===== config.mk =====
export PLATFORM = sky130hd
export DESIGN_NAME = uart_top
export DESIGN_NICKNAME = d
export VERILOG_FILES = /design/src/hw/uart_pkg.sv /design/src/hw/baud_gen.sv /design/src/hw/sync_fifo.sv /design/src/hw/uart_rx.sv /design/src/hw/uart_top.sv /design/src/hw/uart_tx.sv
export SDC_FILE = /design/constraint.sdc
export NUM_CORES = 1
export LEC_CHECK = 0
export ABC_AREA = 1
export BUFFER_PORTS_ARGS = -buffer_cell sky130_fd_sc_hd__buf_2
export CAP_MARGIN = 30
export CORE_UTILIZATION = 56
export CTS_CLUSTER_DIAMETER = 40
export DETAILED_ROUTE_END_ITERATION = 6
export PLACE_DENSITY = 0.76
export SETUP_SLACK_MARGIN = 0.15
export SYNTH_ARGS = -nofsm -noshare
export SYNTH_HDL_FRONTEND = slang
export SYNTH_SLANG_ARGS = --single-unit

===== constraint.sdc =====
create_clock -name clk -period 1.9 [get_ports clk]
set_input_delay 0.285 -clock clk [delete_from_list [all_inputs] [get_ports clk]]
set_output_delay 0.285 -clock clk [all_outputs]
set_load 0.005 [all_outputs]

===== src/hw/uart_pkg.sv =====
/*
 * Shared widths, frame constants and payload structs of the byte UART.
 * The RTL imports it by wildcard in module bodies and names its types
 * with the package scope in port lists. The testbench uses the same types.
 */
package uart_pkg;

    // frame shape, 8N1
    localparam int DATA_BITS    = 8;                  // data bits per frame
    localparam int OVERSAMPLE   = 8;                  // rx ticks per bit
    localparam int SAMPLE_POINT = 3;                  // tick index where rx samples
    localparam int FRAME_BITS   = 1 + DATA_BITS + 1;  // start + data + stop

    // one data byte on the line
    typedef logic [DATA_BITS-1:0] byte_t;

    // received byte, tagged with the stop bit check
    typedef struct packed
    {
        logic  frame_err;  // stop bit sampled low
        byte_t data;
    } rx_byte_t;

    // host write into the tx fifo
    typedef struct packed
    {
        logic  valid;  // spends one tx credit
        byte_t data;
    } tx_req_t;

    // host read out of the rx fifo
    typedef struct packed
    {
        logic     valid;  // one cycle, only against a granted credit
        rx_byte_t payload;
    } rx_out_t;

    // status bits gathered at the top level
    typedef struct packed
    {
        logic tx_busy;  // serializer shifting a frame
        logic rx_busy;  // deserializer inside a frame
        logic overrun;  // sticky, a byte was dropped on a full rx fifo
    } uart_status_t;

endpackage


===== src/hw/baud_gen.sv =====
/*
 * Bit tick and 8x oversample tick from the system clock.
 * Two signed phase accumulators, each tick is the inverted sign bit.
 * Free running after reset, ticks are one-cycle enables.
 */
module baud_gen
#(
    parameter int CLK_HZ = 1_600_000,
    parameter int BAUD   = 100_000
)
(
    input  logic clk,
    input  logic reset,
    output logic bit_tick,
    output logic os_tick
);
    import uart_pkg::*;

    localparam int ACC_W   = $clog2(CLK_HZ) + 2;  // magnitude of CLK_HZ plus sign
    localparam int OS_RATE = BAUD * OVERSAMPLE;

    // step while waiting and step on a tick
    localparam logic signed [ACC_W-1:0] BIT_UP = ACC_W'(BAUD);
    localparam logic signed [ACC_W-1:0] BIT_DN = ACC_W'(BAUD - CLK_HZ);
    localparam logic signed [ACC_W-1:0] OS_UP  = ACC_W'(OS_RATE);
    localparam logic signed [ACC_W-1:0] OS_DN  = ACC_W'(OS_RATE - CLK_HZ);

    logic signed [ACC_W-1:0] bit_acc;  // bit rate phase
    logic signed [ACC_W-1:0] os_acc;   // oversample phase

    assign bit_tick = ~bit_acc[ACC_W-1];  // non-negative phase means tick
    assign os_tick  = ~os_acc[ACC_W-1];

    always_ff @(posedge clk or posedge reset)
    begin
        if (reset)
        begin
            bit_acc <= '0;
            os_acc  <= '0;
        end
        else
        begin
            // a tick pays back CLK_HZ, so the mean rate is exact
            bit_acc <= bit_acc + (bit_tick ? BIT_DN : BIT_UP);
            os_acc  <= os_acc + (os_tick ? OS_DN : OS_UP);
        end
    end

endmodule


===== src/hw/sync_fifo.sv =====
/*
 * Single-clock FIFO with a type parameter for the payload.
 * The head is a combinational read, a pushed word shows there next cycle.
 * DEPTH is a power of two, at least 2. Push on full and pop on empty are ignored.
 */
module sync_fifo
#(
    parameter int  DEPTH     = 4,
    parameter type payload_t = logic [7:0]
)
(
    input  logic     clk,
    input  logic     reset,
    input  logic     push,
    input  payload_t push_data,
    input  logic     pop,
    output payload_t head,
    output logic     empty,
    output logic     full
);
    localparam int AW = $clog2(DEPTH);  // address bits, pointers carry one more

    payload_t     mem [DEPTH];
    logic [AW:0]  wr_ptr;               // msb is the wrap bit
    logic [AW:0]  rd_ptr;
    logic         do_push;
    logic         do_pop;

    assign do_push = push & ~full;
    assign do_pop  = pop & ~empty;

    // same slot, wrap bits tell the two cases apart
    assign empty = (wr_ptr == rd_ptr);
    assign full  = (wr_ptr[AW-1:0] == rd_ptr[AW-1:0]) &&
                   (wr_ptr[AW] != rd_ptr[AW]);

    assign head = mem[rd_ptr[AW-1:0]];  // first-word fall through

    always_ff @(posedge clk or posedge reset)
    begin
        if (reset)
        begin
            wr_ptr <= '0;
            rd_ptr <= '0;
        end
        else
        begin
            if (do_push)
            begin
                wr_ptr <= wr_ptr + 1'b1;
            end
            if (do_pop)
            begin
                rd_ptr <= rd_ptr + 1'b1;
            end
        end
    end

    // storage
    always_ff @(posedge clk)
    begin
        if (do_push)
        begin
            mem[wr_ptr[AW-1:0]] <= push_data;
        end
    end

endmodule


===== src/hw/uart_rx.sv =====
/*
 * 8N1 deserializer on the oversample tick.
 * The line is synchronized, a falling edge while idle opens a frame,
 * and each bit is sampled at SAMPLE_POINT. After the stop bit the byte is
 * pushed with a registered one-cycle strobe, flagged if the stop bit was low.
 */
module uart_rx
(
    input  logic              clk,
    input  logic              reset,
    input  logic              os_tick,
    input  logic              rxd,
    output logic              push,
    output uart_pkg::rx_byte_t push_data,
    output logic              busy
);
    import uart_pkg::*;

    localparam int OS_W  = $clog2(OVERSAMPLE);
    localparam int CNT_W = $clog2(FRAME_BITS + 1);

    logic               rx_meta;    // first sync stage
    logic               rx_sync;    // second sync stage, safe to use
    logic               rx_prev;    // for edge detect
    logic [OS_W-1:0]    os_cnt;     // tick index inside the bit
    logic [CNT_W-1:0]   bit_cnt;    // bits left in the frame
    logic [DATA_BITS:0] shreg;      // data above the start bit
    logic               fall;
    logic               sample;
    logic               start_bit;
    logic               last_bit;

    assign busy      = |bit_cnt;
    assign fall      = rx_prev & ~rx_sync;
    assign sample    = busy & os_tick & (os_cnt == OS_W'(SAMPLE_POINT));
    assign start_bit = (bit_cnt == CNT_W'(FRAME_BITS));
    assign last_bit  = (bit_cnt == CNT_W'(1));  // stop bit

    always_ff @(posedge clk or posedge reset)
    begin
        if (reset)
        begin
            rx_meta <= 1'b1;  // line idles high
            rx_sync <= 1'b1;
            rx_prev <= 1'b1;
        end
        else
        begin
            rx_meta <= rxd;
            rx_sync <= rx_meta;
            rx_prev <= rx_sync;
        end
    end

    always_ff @(posedge clk or posedge reset)
    begin
        if (reset)
        begin
            os_cnt  <= '0;
            bit_cnt <= '0;
            push    <= 1'b0;
        end
        else
        begin
            push <= sample & last_bit;  // byte lands in the fifo next edge
            if (!busy && fall)
            begin
                bit_cnt <= CNT_W'(FRAME_BITS);
                os_cnt  <= '0;
            end
            else if (busy && os_tick)
            begin
                os_cnt <= (os_cnt == OS_W'(OVERSAMPLE - 1)) ? '0 : os_cnt + 1'b1;
                if (sample && start_bit && rx_sync)
                begin
                    bit_cnt <= '0;  // start bit gone high, glitch
                end
                else if (sample)
                begin
                    bit_cnt <= bit_cnt - 1'b1;
                end
            end
        end
    end

    // start and data samples shift in from the top
    always_ff @(posedge clk)
    begin
        if (sample && !last_bit)
        begin
            shreg <= {rx_sync, shreg[DATA_BITS:1]};
        end
        if (sample && last_bit)
        begin
            push_data.frame_err <= ~rx_sync;
            push_data.data      <= shreg[DATA_BITS:1];  // start bit drops off
        end
    end

endmodule


===== src/hw/uart_top.sv =====
/*
 * Byte UART top level. Joins the baud generator, the tx FIFO and serializer,
 * and the deserializer and rx FIFO. Both host sides run on credits.
 * Status gathers the busy flags and a sticky rx overrun bit.
 */
module uart_top
#(
    parameter int CLK_HZ   = 1_600_000,
    parameter int BAUD     = 100_000,
    parameter int TX_DEPTH = 4,
    parameter int RX_DEPTH = 4
)
(
    input  logic                  clk,
    input  logic                  reset,
    input  uart_pkg::tx_req_t     tx_req,
    output logic                  tx_credit,
    output uart_pkg::rx_out_t     rx_out,
    input  logic                  rx_credit,
    output logic                  txd,
    input  logic                  rxd,
    output uart_pkg::uart_status_t status
);
    import uart_pkg::*;

    localparam int CRED_W = 8;  // host may grant ahead of the fifo

    logic              bit_tick;
    logic              os_tick;
    logic              tx_pop;
    byte_t             tx_head;
    logic              tx_empty;
    logic              tx_full;       // watched by the tx credit checker
    logic              tx_busy;
    logic              rx_push;
    rx_byte_t          rx_push_data;
    logic              rx_pop;
    rx_byte_t          rx_head;
    logic              rx_empty;
    logic              rx_full;
    logic              rx_busy;
    logic [CRED_W-1:0] rx_credits;    // reads the host can take
    logic              rx_valid_q;
    rx_byte_t          rx_data_q;
    logic              overrun_q;

    baud_gen #(.CLK_HZ(CLK_HZ), .BAUD(BAUD)) i_baud_gen
    (
        .clk(clk), .reset(reset), .bit_tick(bit_tick), .os_tick(os_tick)
    );

    sync_fifo #(.DEPTH(TX_DEPTH), .payload_t(byte_t)) i_tx_fifo
    (
        .clk(clk), .reset(reset), .push(tx_req.valid), .push_data(tx_req.data),
        .pop(tx_pop), .head(tx_head), .empty(tx_empty), .full(tx_full)
    );

    uart_tx i_uart_tx
    (
        .clk(clk), .reset(reset), .bit_tick(bit_tick), .fifo_empty(tx_empty),
        .fifo_head(tx_head), .pop(tx_pop), .txd(txd), .busy(tx_busy)
    );

    uart_rx i_uart_rx
    (
        .clk(clk), .reset(reset), .os_tick(os_tick), .rxd(rxd),
        .push(rx_push), .push_data(rx_push_data), .busy(rx_busy)
    );

    sync_fifo #(.DEPTH(RX_DEPTH), .payload_t(rx_byte_t)) i_rx_fifo
    (
        .clk(clk), .reset(reset), .push(rx_push), .push_data(rx_push_data),
        .pop(rx_pop), .head(rx_head), .empty(rx_empty), .full(rx_full)
    );

    assign rx_pop = ~rx_empty & (rx_credits != '0);  // spend a credit per read

    always_ff @(posedge clk or posedge reset)
    begin
        if (reset)
        begin
            tx_credit  <= 1'b0;
            rx_credits <= '0;
            rx_valid_q <= 1'b0;
            overrun_q  <= 1'b0;
        end
        else
        begin
            tx_credit  <= tx_pop;  // slot freed, hand it back
            rx_valid_q <= rx_pop;
            if (rx_push && rx_full)
            begin
                overrun_q <= 1'b1;  // byte discarded
            end
            case ({rx_credit, rx_pop})
                2'b10:   rx_credits <= (rx_credits == '1) ? rx_credits : rx_credits + 1'b1;
                2'b01:   rx_credits <= rx_credits - 1'b1;
                default: rx_credits <= rx_credits;  // none or grant and spend
            endcase
        end
    end

    always_ff @(posedge clk)
    begin
        if (rx_pop)
        begin
            rx_data_q <= rx_head;
        end
    end

    assign rx_out = '{valid: rx_valid_q, payload: rx_data_q};
    assign status = '{tx_busy: tx_busy, rx_busy: rx_busy, overrun: overrun_q};

endmodule


===== src/hw/uart_tx.sv =====
/*
 * 8N1 serializer. Pops a byte from the tx FIFO when idle and
 * shifts the framed word out LSB first, one bit per bit tick.
 * busy falls on the stop bit's tick, and txd then rests high.
 */
module uart_tx
(
    input  logic           clk,
    input  logic           reset,
    input  logic           bit_tick,
    input  logic           fifo_empty,
    input  uart_pkg::byte_t fifo_head,
    output logic           pop,
    output logic           txd,
    output logic           busy
);
    import uart_pkg::*;

    localparam int CNT_W = $clog2(FRAME_BITS + 1);

    logic [FRAME_BITS-1:0] shreg;    // {stop, data, start}, lsb goes out first
    logic [CNT_W-1:0]      bit_cnt;  // bits still to put on the line

    assign busy = |bit_cnt;
    assign pop  = ~busy & ~fifo_empty;  // take the head as soon as idle

    // line and frame counter
    always_ff @(posedge clk or posedge reset)
    begin
        if (reset)
        begin
            txd     <= 1'b1;   // idle line is mark
            bit_cnt <= '0;
        end
        else if (pop)
        begin
            bit_cnt <= CNT_W'(FRAME_BITS);  // txd holds high until first tick
        end
        else if (busy && bit_tick)
        begin
            txd     <= shreg[0];
            bit_cnt <= bit_cnt - 1'b1;  // last decrement puts the stop bit out
        end
    end

    // frame shift register
    always_ff @(posedge clk)
    begin
        if (pop)
        begin
            shreg <= {1'b1, fifo_head, 1'b0};
        end
        else if (busy && bit_tick)
        begin
            shreg <= {1'b1, shreg[FRAME_BITS-1:1]};  // fill with mark
        end
    end

endmodule


==> impl_results.md <==
* Highest metal layer with signal wires: met4
* Psw at around 3.8 mW
* R2R cell count at 12
* Count of flip-flops with a built-in enable after synthesis at 102
* Share of total power in the clock network at between 20 and 30%
* Final weighted congestion of routability-driven global placement at a little over 0.9
* Setup TNS at -0.234 ns
* Core Rows at 43
* Buffer depth of the longest clock path at 2
* Top cells by area, synth: sky130_fd_sc_hd__edfxtp_1 37%, sky130_fd_sc_hd__dfrtp_1 21%, sky130_fd_sc_hd__nand2_1 6.6%, sky130_fd_sc_hd__ha_1 6.6%, sky130_fd_sc_hd__nor2_1 3.7%
* Placed wire-length estimate at 10600 microns
* Via Count at 5910
* Total congestion overflow at 0
* # port buffers at 27
* Count of nets after finishing at 946
* Summed area of non-filler cells in the final layout at 10500 sq um
* Hold crit path type: in2reg
* Critical path data arrival time at ~2.3 ns
* Die Span X at roughly 120 microns
* Smallest setup slack after layout at -0.0712 ns
* Final Hold Viols at 0
* Cell Area, Placed at 8940 sq um
* Antenna-violating nets left at 0
* DRT met1 WL at roughly 7100 microns
* Dominant cell type by area after synthesis: sky130_fd_sc_hd__edfxtp_1
* Startpoint of the lowest-slack register-to-register path: i_rx_fifo.wr_ptr[0]
* FFs w/ async S/R, synth at between 40% and 50%
* Number of violations reported at the end of detailed-routing iteration 0 at about 460
* Wire length of the first global-routing pass at around 27000 microns
* Leading register cell type out of synthesis: sky130_fd_sc_hd__edfxtp_1
* Clock period minus worst slack at slightly below 2 ns
* Cell internal pwr at just over 8 mW
* Share of cell area taken by muxes after synthesis at 0%
* Max frequency at a little over 0.5 GHz
* Height of the chip at 123 microns
* Wirelength, routed at roughly 17000 microns
* End point of the critical path: rx_credits[7]
* Post-Synthesis Net Count at about 830
* Complex-gate fraction of the synthesized area at under 10%
* CP startpoint: i_rx_fifo.wr_ptr[0]
* Antenna fix cells at 0
* Type of origin of the critical path: flip-flop
* Combinational share of power at a little under a third
* Initial antenna violation count at 0
* Layout cell share with drive strength beyond 1 at approximately a third
* Max Cap Viol at 0
* Share of the synthesized netlist area taken by xor and xnor gates at a little under 4%
* RSZ-0062 raised after global routing: yes
* Count of different cell masters after synthesis at 45
* Switching part of the total power at between 30% and 40%
* Post-synth top area share at a little under two fifths
* Capture instance of the worst register-to-register path: rx_credits[7]
* Failing checks: negative setup slack
* Via-per-instance ratio at ~5.5
* TritonCTS clock tree: yes
* Data required time of the critical path at 2.23 ns
* Total routing usage reported by global routing at between 20 and 25%
* IO Count at 28
* Main combinational cell family by area after synthesis: simple AND/OR/NAND/NOR gates
* Peak supply drop at 556 uV
* Number of global-route vias before repair at 5770
* Type of the setup path with the least slack: reg2reg
* Status: finished with violations
* Yosys warnings at 0
* Avg WL per Cell at ~16 microns
* DRC violation count after routing at 0
* Detailed-routed wire length on met2 at between 9000 and 10000 microns
* Seq pwr share at a little over 40%
* Core footprint at between 10000 and 15000 sq um
* Critical path endpoint category: flip-flop
* Met3 routed WL at just under 700 microns
* Number of iterations in the first detailed-routing pass at 5
* Insertion delay to the later sink of the worst-skew pair at 0.43 ns
* Area overhead of the layout relative to synthesis at 27.9%
* Maximum fanout encountered on the critical timing path at 7
* Transition time at the pin with the least slew margin at roughly 0.51 ns
* Number of synthesized register bits at 175
* R2R setup slack at -0.07 ns
* Setup-failing EPs final at 4
* Post-Syn Instances at slightly below 800
* Root buffer cell: sky130_fd_sc_hd__clkbuf_16
* Worst hold slack after final layout at between 0.06 and 0.07 ns
* Arithmetic-cell share of the synthesized area counting full adders, half adders and majority gates at 7.06%
* Final Max Slew Viols at 0
* Cell area power density at roughly 1100 nW/um^2
* Clk slew on worst S/H paths at around 0.070 ns
* Layout filler cell count at 893
* Worst slew margin relative to its limit at around 66%
* Cts bufs inserted at 17
* Largest net degree at the start of global routing at 34
* Lkg Pwr at between 4 and 5 nW
* CTS H-Tree Depth at 4
* Simple logic cell fraction of the synthesized area at between 15 and 20%
* Syn_area_per_cell at roughly 11 sq um
* Effective utilization at floorplan at 58.1%
* Fraction of the cycle the final worst path needs at 104%
* Worst Clk Skew at between 0.009 and 0.01 ns
* Syn Std Cell Area at roughly 8000 sq um
* Sequential-to-total area share from yosys stat at between 50 and 60%
* Number of clock sinks seen by CTS at between 150 and 200
* Die outline area at approximately 15000 sq um
[power groups by stage]
| stage | clock, mW | combinational [mW] | sequential (mW) |
|---|---|---|---|
| 2_1_floorplan | 0 | 2.12 | 4.99 |
| 3_3_place_gp | 0 | 2.98 | 4.94 |
| 3_5_place_dp | 0 | 3.18 | 4.97 |
| 4_1_cts | 3.52 | 3.42 | 4.90 |
| 5_1_grt | 3.69 | 4.05 | 4.96 |
| 6_report | 3.50 | 3.62 | 4.90 |
[worst max-delay path, stage by stage (launching register included)]
cell and delay (ns):
sky130_fd_sc_hd__dfrtp_1 0.41, sky130_fd_sc_hd__xnor2_2 0.23, sky130_fd_sc_hd__nand3_4 0.11, sky130_fd_sc_hd__nand3_4 0.12, sky130_fd_sc_hd__inv_8 0.07, sky130_fd_sc_hd__ha_4 0.25, sky130_fd_sc_hd__or2_4 0.27, sky130_fd_sc_hd__nand3_1 0.10
sky130_fd_sc_hd__nand2_2 0.08, sky130_fd_sc_hd__nand3_2 0.08, sky130_fd_sc_hd__o21ai_1 0.06, sky130_fd_sc_hd__nand2_1 0.06, sky130_fd_sc_hd__nand2_1 0.04
[cells by family (layout without fill, tap and decap cells)]
family          Yosys count  after routing
compound gates          118            118
xor+xnor                 36             36
fa+ha+maj                45             45
buf+inv                  99            225
flops                   175            175
simple gates            302            302
[how the worst min path moves through the flow]
stage	cells past startpoint	startpoint	slack, ns	end
floorplan	0	rxd	0.29	i_uart_rx.rx_meta
global placement	2	reset	0.31	i_rx_fifo.rd_ptr[1]
detailed placement	2	reset	0.33	i_rx_fifo.wr_ptr[1]
CTS	1	tx_req[4]	0.06	i_tx_fifo.mem[1][4]
global route	1	tx_req[2]	0.07	i_tx_fifo.mem[2][2]
finish	1	tx_req[4]	0.07	i_tx_fifo.mem[2][4]
[repair_timing]
action,in CTS,in global routing
buffers inserted,14,15
pin swaps,23,54
endpoints found under the hold margin,16,0
cloned,0,1
hold buffers,2,0
setup endpoints to repair,59,69
resized for setup,47,109
[cells in the final DEF (no fill, tap or decap), types with 3 or more instances in the layout]
| cell | instances |
|---|---|
| sky130_fd_sc_hd__buf_6 | 8 |
| sky130_fd_sc_hd__buf_2 | 26 |
| sky130_fd_sc_hd__ha_4 | 18 |
| sky130_fd_sc_hd__nand3_1 | 28 |
| sky130_fd_sc_hd__xor2_1 | 27 |
| sky130_fd_sc_hd__inv_2 | 17 |
| sky130_fd_sc_hd__clkinvlp_4 | 7 |
| sky130_fd_sc_hd__a21oi_1 | 19 |
| sky130_fd_sc_hd__o21ai_0 | 43 |
| sky130_fd_sc_hd__nand2_4 | 12 |
| sky130_fd_sc_hd__o21ai_1 | 7 |
| sky130_fd_sc_hd__a21oi_2 | 8 |
| sky130_fd_sc_hd__buf_4 | 68 |
| sky130_fd_sc_hd__inv_1 | 62 |
| sky130_fd_sc_hd__nand4_1 | 6 |
| sky130_fd_sc_hd__o21ai_2 | 5 |
| sky130_fd_sc_hd__o21ai_4 | 3 |
| sky130_fd_sc_hd__dfstp_2 | 4 |
| sky130_fd_sc_hd__edfxtp_1 | 102 |
| sky130_fd_sc_hd__nor2_2 | 11 |
| sky130_fd_sc_hd__o22ai_1 | 16 |
| sky130_fd_sc_hd__nor3_4 | 3 |
| sky130_fd_sc_hd__nand3_2 | 9 |
| sky130_fd_sc_hd__nand2_2 | 16 |
| sky130_fd_sc_hd__nor3_2 | 3 |
| sky130_fd_sc_hd__xnor2_1 | 6 |
| sky130_fd_sc_hd__dfrtp_1 | 68 |
| sky130_fd_sc_hd__inv_8 | 4 |
| sky130_fd_sc_hd__ha_1 | 23 |
| sky130_fd_sc_hd__clkbuf_16 | 17 |
| sky130_fd_sc_hd__a21oi_4 | 5 |
| sky130_fd_sc_hd__nand3_4 | 5 |
| sky130_fd_sc_hd__nand2_1 | 126 |
| sky130_fd_sc_hd__nor2_1 | 66 |
| sky130_fd_sc_hd__nor2_4 | 5 |
| sky130_fd_sc_hd__o21bai_1 | 4 |
[cell usage after synthesis, types with 6 or more instances]
| cell | n |
|---|---|
| sky130_fd_sc_hd__edfxtp_1 | 102 |
| sky130_fd_sc_hd__nand2_2 | 8 |
| sky130_fd_sc_hd__o22ai_1 | 16 |
| sky130_fd_sc_hd__o21ai_1 | 7 |
| sky130_fd_sc_hd__a21oi_1 | 31 |
| sky130_fd_sc_hd__nand4_1 | 6 |
| sky130_fd_sc_hd__ha_1 | 43 |
| sky130_fd_sc_hd__o21ai_0 | 49 |
| sky130_fd_sc_hd__nand3_1 | 39 |
| sky130_fd_sc_hd__inv_1 | 78 |
| sky130_fd_sc_hd__buf_4 | 6 |
| sky130_fd_sc_hd__xor2_1 | 27 |
| sky130_fd_sc_hd__dfrtp_1 | 68 |
| sky130_fd_sc_hd__nor2_1 | 81 |
| sky130_fd_sc_hd__inv_2 | 7 |
| sky130_fd_sc_hd__xnor2_1 | 8 |
| sky130_fd_sc_hd__nor3_1 | 6 |
| sky130_fd_sc_hd__nand2_1 | 144 |
[sequential cells by signal, indices dropped and copies added (netlist names), 4 cells and up]
name and cells:
i_baud_gen.bit_acc 18, i_baud_gen.os_acc 15, i_rx_fifo.mem 36, i_tx_fifo.mem 32, i_uart_rx.bit_cnt 4, i_uart_rx.push_data 9, i_uart_rx.shreg 8, i_uart_tx.bit_cnt 4
i_uart_tx.shreg 9, rx_credits 8, rx_out 9
[per-layer routing]
| metal | track usage, % | vias to the layer above |
|---|---|---|
| met5 | 0 | - |
| met4 | 10.2 | 0 |
| met3 | 4.06 | 37 |
| met2 | 39.7 | 158 |
| met1 | 28.6 | 2869 |
| li1 | - | 2846 |
[final cells by class]
class	instances	area [sq um]	area share, %
repair inverters	1	5.00	0.0478
multi-input cells	501	3610	34.5
inverters	85	343	3.27
well taps	180	225	2.15
clock inverters	13	154	1.47
clock buffers	19	443	4.23
repair buffers	107	806	7.69
flip-flops and latches	175	4890	46.7
[through the flow]
step           setup slack (ns)  util, %  std cells  total power [mW]
2_1_floorplan            -0.122        -        775              7.12
3_3_place_gp            -0.0601     63.4       1017              7.92
3_5_place_dp            -0.0896     63.4       1017              8.14
4_1_cts                 -0.0296     70.0       1065              11.8
5_1_grt                  -0.197     74.3       1081              12.7
6_report                -0.0712     74.3       1081              12.0
No activity file was read; power rests on OpenSTA's default activity.
